File: src/rtl/pma_params.svh
// PMA checker constants.
// Table depth, address field positions and the reset configuration.
`ifndef PMA_PARAMS_SVH
`define PMA_PARAMS_SVH

`define PMA_NUM_REGS      64        // region registers in the table.
`define PMA_IDX_HI        31        // top address bit of the region index.
`define PMA_IDX_LO        26        // bottom address bit of the region index.
`define PMA_HALF_BIT      25        // picks the upper or lower configuration.
`define PMA_CFG_W         16        // bits per configuration half.

`define PMA_APB_IDX_HI    7         // apb register select, top bit.
`define PMA_APB_IDX_LO    2         // apb register select, bottom bit.
`define PMA_APB_RANGE_LO  8         // any set bit from here up is out of range.

// r, w, x set and word access width.
`define PMA_RESET_CFG     16'h0017

`endif
File: src/rtl/pma_pkg.sv
// PMA checker types.
// Access width and fault cause encodings, and the configuration layout.
package pma_pkg;

  // ordered so that a wider access compares greater.
  typedef enum logic [1:0] {
    width_byte  = 2'd0,       // 8 bit.
    width_half  = 2'd1,       // 16 bit.
    width_word  = 2'd2,       // 32 bit.
    width_dword = 2'd3        // 64 bit.
  } pma_width_e;

  // reported cause, one per merged fault.
  typedef enum logic [1:0] {
    cause_none  = 2'd0,       // nothing to report.
    cause_load  = 2'd1,       // read denied or too wide.
    cause_store = 2'd2,       // write denied or too wide.
    cause_fetch = 2'd3        // execute denied or too wide.
  } pma_cause_e;

  // one 16-bit half of a region register, r in bit 0.
  typedef struct packed {
    logic [10:0] reserved;    // bits 15:5, stored but ignored.
    pma_width_e  acc_width;   // bits 4:3, widest access allowed.
    logic        x;           // bit 2, execute allowed.
    logic        w;           // bit 1, write allowed.
    logic        r;           // bit 0, read allowed.
  } pma_cfg_t;

endpackage

File: src/rtl/pma_checker_top.sv
// PMA checker top level.
// Region table, data and fetch checkers and the fault merger.
`timescale 1ns/1ps
`include "pma_params.svh"

module pma_checker_top (
  input  logic                 CLK,
  input  logic                 rst,
  input  logic [31:0]          paddr,
  input  logic                 psel,
  input  logic                 penable,
  input  logic                 pwrite,
  input  logic [31:0]          pwdata,
  output logic [31:0]          prdata,
  output logic                 pready,
  output logic                 pslverr,
  input  logic [31:0]          d_addr,
  input  logic                 ren,
  input  logic                 wen,
  input  pma_pkg::pma_width_e  d_width,
  input  logic [31:0]          i_addr,
  input  logic                 xen,
  input  pma_pkg::pma_width_e  i_width,
  output logic                 l_fault,
  output logic                 s_fault,
  output logic                 i_fault,
  output pma_pkg::pma_cause_e  cause,
  output logic [31:0]          fault_addr
);

  logic [`PMA_IDX_HI-`PMA_IDX_LO:0] d_idx;         // data lookup index.
  logic [`PMA_IDX_HI-`PMA_IDX_LO:0] i_idx;         // fetch lookup index.
  logic [31:0]                      d_entry;       // data region register.
  logic [31:0]                      i_entry;       // fetch region register.
  logic                             l_fault_c;     // raw load fault.
  logic                             s_fault_c;     // raw store fault.
  logic                             i_fault_c;     // raw fetch fault.

  pma_cfg_regs u_cfg_regs (
    .CLK     (CLK),
    .rst     (rst),
    .paddr   (paddr),
    .psel    (psel),
    .penable (penable),
    .pwrite  (pwrite),
    .pwdata  (pwdata),
    .prdata  (prdata),
    .pready  (pready),
    .pslverr (pslverr),
    .d_idx   (d_idx),
    .d_entry (d_entry),
    .i_idx   (i_idx),
    .i_entry (i_entry)
  );

  pma_data_check u_data_check (
    .d_addr    (d_addr),
    .ren       (ren),
    .wen       (wen),
    .d_width   (d_width),
    .d_idx     (d_idx),
    .d_entry   (d_entry),
    .l_fault_c (l_fault_c),
    .s_fault_c (s_fault_c)
  );

  pma_ifetch_check u_ifetch_check (
    .i_addr    (i_addr),
    .xen       (xen),
    .i_width   (i_width),
    .i_idx     (i_idx),
    .i_entry   (i_entry),
    .i_fault_c (i_fault_c)
  );

  pma_fault_merge u_fault_merge (
    .CLK        (CLK),
    .rst        (rst),
    .l_fault_c  (l_fault_c),
    .s_fault_c  (s_fault_c),
    .i_fault_c  (i_fault_c),
    .d_addr     (d_addr),
    .i_addr     (i_addr),
    .l_fault    (l_fault),
    .s_fault    (s_fault),
    .i_fault    (i_fault),
    .cause      (cause),
    .fault_addr (fault_addr)
  );

endmodule

File: src/rtl/pma_fault_merge.sv
// PMA fault merger.
// Registers the three fault flags, keeps only the highest priority one
// (load, then store, then fetch) and reports its cause and address.
`timescale 1ns/1ps

module pma_fault_merge (
  input  logic                 CLK,
  input  logic                 rst,
  input  logic                 l_fault_c,
  input  logic                 s_fault_c,
  input  logic                 i_fault_c,
  input  logic [31:0]          d_addr,
  input  logic [31:0]          i_addr,
  output logic                 l_fault,
  output logic                 s_fault,
  output logic                 i_fault,
  output pma_pkg::pma_cause_e  cause,
  output logic [31:0]          fault_addr
);

  pma_pkg::pma_cause_e cause_d;                    // next cause.
  logic [31:0]         addr_d;                     // next fault address.

  // priority encode, load first.
  always_comb begin
    cause_d = pma_pkg::cause_none;
    addr_d  = 32'd0;                               // zero when nothing faults.
    if (l_fault_c) begin
      cause_d = pma_pkg::cause_load;
      addr_d  = d_addr;
    end else if (s_fault_c) begin
      cause_d = pma_pkg::cause_store;
      addr_d  = d_addr;
    end else if (i_fault_c) begin
      cause_d = pma_pkg::cause_fetch;
      addr_d  = i_addr;                            // fetch side address.
    end
  end

  // one stage, results appear the cycle after the request.
  always_ff @(posedge CLK) begin
    if (rst) begin
      l_fault    <= 1'b0;
      s_fault    <= 1'b0;
      i_fault    <= 1'b0;
      cause      <= pma_pkg::cause_none;
      fault_addr <= 32'd0;
    end else begin
      l_fault    <= (cause_d == pma_pkg::cause_load);   // losers are masked.
      s_fault    <= (cause_d == pma_pkg::cause_store);
      i_fault    <= (cause_d == pma_pkg::cause_fetch);
      cause      <= cause_d;
      fault_addr <= addr_d;
    end
  end

endmodule

File: src/rtl/pma_ifetch_check.sv
// PMA fetch-side checker.
// Looks up the configuration for an instruction fetch and flags a fault
// when execute is denied or the fetch is wider than allowed.
`timescale 1ns/1ps
`include "pma_params.svh"

module pma_ifetch_check (
  input  logic [31:0]                         i_addr,
  input  logic                                xen,
  input  pma_pkg::pma_width_e                 i_width,
  output logic [`PMA_IDX_HI-`PMA_IDX_LO:0]    i_idx,
  input  logic [31:0]                         i_entry,
  output logic                                i_fault_c
);

  pma_pkg::pma_cfg_t cfg;                          // selected half.

  assign i_idx = i_addr[`PMA_IDX_HI:`PMA_IDX_LO];  // own lookup, not the data one.

  always_comb begin
    if (i_addr[`PMA_HALF_BIT]) begin
      cfg = pma_pkg::pma_cfg_t'(i_entry[2*`PMA_CFG_W-1:`PMA_CFG_W]);  // upper half.
    end else begin
      cfg = pma_pkg::pma_cfg_t'(i_entry[`PMA_CFG_W-1:0]);             // lower half.
    end
  end

  // only an enabled fetch can fault.
  assign i_fault_c = xen & (~cfg.x | (i_width > cfg.acc_width));

endmodule

File: src/rtl/pma_data_check.sv
// PMA data-side checker.
// Looks up the configuration for a load or store and raises a single
// load or store fault for missing permission or an oversize access.
`timescale 1ns/1ps
`include "pma_params.svh"

module pma_data_check (
  input  logic [31:0]                         d_addr,
  input  logic                                ren,
  input  logic                                wen,
  input  pma_pkg::pma_width_e                 d_width,
  output logic [`PMA_IDX_HI-`PMA_IDX_LO:0]    d_idx,
  input  logic [31:0]                         d_entry,
  output logic                                l_fault_c,
  output logic                                s_fault_c
);

  pma_pkg::pma_cfg_t cfg;                          // selected half.
  logic              too_wide;                     // width over the limit.

  assign d_idx = d_addr[`PMA_IDX_HI:`PMA_IDX_LO];  // region register index.

  // bit 25 picks the configuration half.
  always_comb begin
    if (d_addr[`PMA_HALF_BIT]) begin
      cfg = pma_pkg::pma_cfg_t'(d_entry[2*`PMA_CFG_W-1:`PMA_CFG_W]);  // upper half.
    end else begin
      cfg = pma_pkg::pma_cfg_t'(d_entry[`PMA_CFG_W-1:0]);             // lower half.
    end
  end

  assign too_wide = (d_width > cfg.acc_width);     // enum order follows size.

  // read wins, so at most one flag is set.
  always_comb begin
    l_fault_c = 1'b0;
    s_fault_c = 1'b0;
    if (ren) begin
      l_fault_c = ~cfg.r | too_wide;               // denied or oversize load.
      s_fault_c = wen & cfg.r & ~too_wide & ~cfg.w;  // load ok, write still denied.
    end else if (wen) begin
      s_fault_c = ~cfg.w | too_wide;               // denied or oversize store.
    end
  end

endmodule

File: src/rtl/pma_cfg_regs.sv
// PMA region table.
// 64 registers of two configurations each, programmed over APB with
// one wait state, plus two combinational lookup ports for the checkers.
`timescale 1ns/1ps
`include "pma_params.svh"

module pma_cfg_regs (
  input  logic                                CLK,
  input  logic                                rst,
  input  logic [31:0]                         paddr,
  input  logic                                psel,
  input  logic                                penable,
  input  logic                                pwrite,
  input  logic [31:0]                         pwdata,
  output logic [31:0]                         prdata,
  output logic                                pready,
  output logic                                pslverr,
  input  logic [`PMA_IDX_HI-`PMA_IDX_LO:0]    d_idx,
  output logic [31:0]                         d_entry,
  input  logic [`PMA_IDX_HI-`PMA_IDX_LO:0]    i_idx,
  output logic [31:0]                         i_entry
);

  logic [31:0] regs [`PMA_NUM_REGS];               // region table.
  logic        wait_q;                             // first access cycle seen.
  logic        access;                             // apb access phase.
  logic        addr_err;                           // bad apb address.
  logic [`PMA_APB_IDX_HI-`PMA_APB_IDX_LO:0] apb_idx;  // register picked by paddr.

  assign access   = psel & penable;
  assign apb_idx  = paddr[`PMA_APB_IDX_HI:`PMA_APB_IDX_LO];
  assign addr_err = (|paddr[1:0]) | (|paddr[31:`PMA_APB_RANGE_LO]);  // misaligned or past 0xff.

  // the flag marks the wait cycle, so the slave answers one cycle later.
  always_ff @(posedge CLK) begin
    if (rst) begin
      wait_q <= 1'b0;
    end else begin
      wait_q <= access & ~wait_q;                  // drops again after the answer.
    end
  end

  assign pready  = access & wait_q;                // second access cycle.
  assign pslverr = pready & addr_err;              // error reported with pready.

  // read data is valid while the slave answers, zero on error.
  always_comb begin
    prdata = 32'd0;
    if (pready && !pwrite && !addr_err) begin
      prdata = regs[apb_idx];
    end
  end

  // table writes land at the end of the answering cycle.
  always_ff @(posedge CLK) begin
    if (rst) begin
      for (int i = 0; i < `PMA_NUM_REGS; i++) begin
        regs[i] <= {2{`PMA_RESET_CFG}};            // both halves permissive.
      end
    end else if (pready && pwrite && !addr_err) begin
      regs[apb_idx] <= pwdata;                     // errored writes are dropped.
    end
  end

  // lookup ports, no clock in the path.
  assign d_entry = regs[d_idx];                    // data side.
  assign i_entry = regs[i_idx];                    // fetch side.

endmodule

File: config.mk
export PLATFORM = sky130hd
export DESIGN_NAME = pma_checker_top
export DESIGN_NICKNAME = d
export VERILOG_FILES = /design/src/rtl/pma_pkg.sv /design/src/rtl/pma_checker_top.sv /design/src/rtl/pma_fault_merge.sv /design/src/rtl/pma_ifetch_check.sv /design/src/rtl/pma_data_check.sv /design/src/rtl/pma_cfg_regs.sv
export VERILOG_INCLUDE_DIRS = /design/src /design/src/rtl
export SDC_FILE = /design/constraint.sdc
export NUM_CORES = 2
export LEC_CHECK = 0
export BUFFER_PORTS_ARGS = -buffer_cell sky130_fd_sc_hd__buf_4
export CAP_MARGIN = 10
export CORE_UTILIZATION = 50
export CTS_BUF_LIST = sky130_fd_sc_hd__clkbuf_8 sky130_fd_sc_hd__clkbuf_16
export CTS_CLUSTER_DIAMETER = 60
export CTS_CLUSTER_SIZE = 25
export DETAILED_ROUTE_END_ITERATION = 8
export PLACE_DENSITY = 0.62
export RECOVER_POWER = 100
export SYNTH_ARGS = -nofsm -noshare
export SYNTH_HDL_FRONTEND = slang
export SYNTH_SLANG_ARGS = --single-unit
File: constraint.sdc
create_clock -name CLK -period 12.7 [get_ports CLK]
set_input_delay 2.54 -clock CLK [delete_from_list [all_inputs] [get_ports CLK]]
set_output_delay 2.54 -clock CLK [all_outputs]
set_load 0.02 [all_outputs]
==> flow_metrics.tcl <==
set metrics [dict create \
    status "finished with violations" \
    violations "capacitance limit, slew limit" \
    cts_max_level 4 \
    yosys_register_bits 2086 \
    crit_required_ps 12900 \
    rsz0062_at_grt "false" \
    holdPathStages 1 \
    cts.path.max_buffers 3 \
    end_kind "flop" \
    async_flop_share 0 \
    critPathArrivalTime_ps 11250 \
    syn_nets 7250 \
    post-place-ws_ps 3334 \
    crit_path_cell_trace "clkbuf_1, clkinvlp_2, and4_1, clkbuf_1, nand2_1, clkbuf_1, o21ai_0, clkbuf_1" \
    setup_viol 0 \
    cts_buffers 149 \
    grt_pass1_vias 64270 \
    hold_viol 0 \
    yosys_most_used_dff "edfxtp_1" \
    worstReg2RegEnd "u_cfg_regs.regs[42][19]" \
    place.gp.congestion 0.9421 \
    ant_nets 0 \
    cts_tree "yes" \
    multi_input_area_um2 30840 \
    wl_per_cell_um 38.24 \
    critPathSlowestCell "clkbuf_1" \
    ys_types 60 \
    path_clk_slew_ps 80 \
    min-delay-start "u_cfg_regs.wait_q" \
    cts-root-buf "clkbuf_16" \
    leakagePower_nw 32.67 \
    post-synth-top-area-fraction 0.6394 \
    grt_use_total 0.3681 \
    cts_setup_buffers 0 \
    core-area_um2 190600 \
    worst_path_most_repeated_cell "clkbuf_1" \
    place.detailed.hpwl_um 207000 \
    reg2reg_slack_ps 3900 \
    finClkSkew_ps 37.03 \
    hp-class "flop to flop" \
    final_nets 6990 \
    die_area_um2 194100 \
    num-fill-cells 15620 \
    fin_tns_setup_ps 0 \
    drtIter0Drc 11410 \
    worst_slew_pin_slew_ps 4483 \
    max_freq_mhz 90.53 \
    syn_inst 7106 \
    cellPowerDensity_nw_per_um2 136.5 \
    dr.pass1.iters 8 \
    rr_startpoint "u_cfg_regs.wait_q" \
    cts_resized 0 \
    syn_avg_cell_area_um2 13.54 \
    clk_latency_ps 860 \
    crit_family "buffers and inverters" \
    synth.cell_area_um2 96190 \
    routed_wl_um 363200 \
    ff2ff_path_depth 7 \
    slew_violations 3373 \
    fin_crit_sh 0.8698 \
    grt_overflow 0 \
    ir_drop_v 0.0001183 \
    min_to "u_cfg_regs.wait_q" \
    yosys.area.top_type "edfxtp_1" \
    critPathMaxStageDelay_ps 2250 \
    port_buffers 210 \
    ys_warn_count 0 \
    drc_errors 0 \
    num_io_pins 211 \
    grt_pass1_wl_um 501800 \
    path_class "input pin to flop" \
    relSlewSlack -2.020 \
    via_count 67800 \
    vias_per_cell 7.138 \
    holdBufCountCts 0 \
    initial_core_util 0.5047 \
    final-seq-area_um2 62260 \
    min_period_ps 11050 \
    cts_num_sinks 2086 \
    synthTopCellsByArea "edfxtp_1, and2_1, o22ai_1" \
    cp-start-kind "input pin" \
    die_w_um 440.6 \
    syn2layout_area_growth_pct 8.713 \
    grt_max_degree 113 \
    cp_num_buf_inv 5 \
    crit_fanout 40 \
    ys_seq_area_frac 0.6473 \
    die_h_um 440.6 \
    rows 160 \
    worst_slack_ps 1654 \
    antenna_found_initial 21 \
    synth_edf_count 2048 \
    maxCapViolCount 150 \
    drive_gt1_frac 0.1240 \
]
[flip-flops by register name, indices dropped and copies added (netlist names)]
name and count:
u_cfg_regs.regs 2048, u_fault_merge.fault_addr 32, u_fault_merge.cause 2, u_cfg_regs.wait_q 1, u_fault_merge.i_fault 1, u_fault_merge.l_fault 1, u_fault_merge.s_fault 1
[per-stage QoR]
| step | util | total power, mW | area (um^2) | hold slack [ps] | instances |
|---|---|---|---|---|---|
| after floorplan | - | 8.514 | 96190 | 397.9 | 7106 |
| after global placement | 0.5281 | 9.038 | 100600 | 407.6 | 9203 |
| after detailed placement | 0.5281 | 9.053 | 100600 | 420.9 | 9204 |
| after CTS | 0.5561 | 14.26 | 106000 | 432.5 | 9482 |
| after global routing | 0.5485 | 14.53 | 104500 | 462.9 | 9488 |
| final | 0.5487 | 14.28 | 104600 | 429.1 | 9498 |
[routing by layer]
metal,vias up,track usage,wire (um)
met3,1100,0.07891,46430
li1,26930,-,-
met1,34070,0.4847,127600
met2,5679,0.5578,161600
met5,-,0,79
met4,12,0.2310,27530
[worst reg2reg max path: stages (launching register included)]
cell and delay [ps]:
dfxtp_1 340, nand3_1 140, inv_1 110, and4_1 190, clkbuf_1 740, nand2_1 1780, o21ai_0 3460, clkbuf_1 1620
[layout make-up]
type,count,share of cell area
Clock buffer,156,0.03733
Sequential cell,2086,0.5954
Inverter,43,0.001556
Timing Repair Buffer,419,0.02661
Tap cell,2511,0.03005
Antenna cell,14,0.0003350
Clock inverter,122,0.01380
Multi-Input combinational cell,4147,0.2949
[layout by cell type (no fill, tap or decap), types with 49 or more instances in the layout]
master        n
nor4_1      237
nor3_1       49
nand2_1      59
o221ai_1     77
o21ai_0      52
clkbuf_16   156
and2_0      755
o22ai_1     997
or3_1       513
clkbuf_1    168
and2_1      786
buf_4       225
mux4_2      263
nor2_1       66
edfxtp_1   2048
[Yosys cell counts (18+ instances only)]
| library cell | instances |
|---|---|
| buf_1 | 70 |
| clkbuf_1 | 712 |
| nor4_1 | 240 |
| o21ai_0 | 69 |
| o32ai_2 | 18 |
| edfxtp_1 | 2048 |
| o22ai_1 | 997 |
| inv_1 | 38 |
| a22oi_1 | 38 |
| and2_1 | 1540 |
| mux4_2 | 263 |
| nor2_1 | 89 |
| or3_1 | 515 |
| nor3_1 | 50 |
| dfxtp_1 | 38 |
| nand2_1 | 62 |
| o22a_1 | 46 |
| o221ai_1 | 77 |
| buf_2 | 25 |
[logic make-up after synthesis]
kind of cell,synth area share
muxes,0.06390
DFF,0.6473
AOI/OAI and AO/OA,0.09220
adders and majority gates,0.0005203
buffers and inverters,0.03564
and+or+nand+nor,0.1605
[report_power, final]
part | switching (mW) | internal, mW | leakage, nW | total [mW]
Clock | 2.74 | 2.61 | 2.61 | 5.36
Combinational | 0.856 | 0.276 | 10.0 | 1.13
Sequential | 0.0676 | 7.72 | 20.0 | 7.79
Total | 3.67 | 10.6 | 32.7 | 14.3
[worst max path at each step]
| stage | from | to | slack [ps] | cells after the start |
|---|---|---|---|---|
| 3_3_place_gp | paddr[4] | prdata[23] | 3210 | 8 |
| 4_1_cts | paddr[4] | prdata[7] | 3330 | 8 |
| 2_1_floorplan | paddr[3] | prdata[10] | 5280 | 9 |
| 3_5_place_dp | paddr[4] | prdata[7] | 3330 | 8 |
| 5_1_grt | paddr[4] | prdata[20] | 1780 | 9 |
| 6_report | rst | u_cfg_regs.regs[39][11] | 1650 | 8 |
No activity file was read; power rests on OpenSTA's default activity.
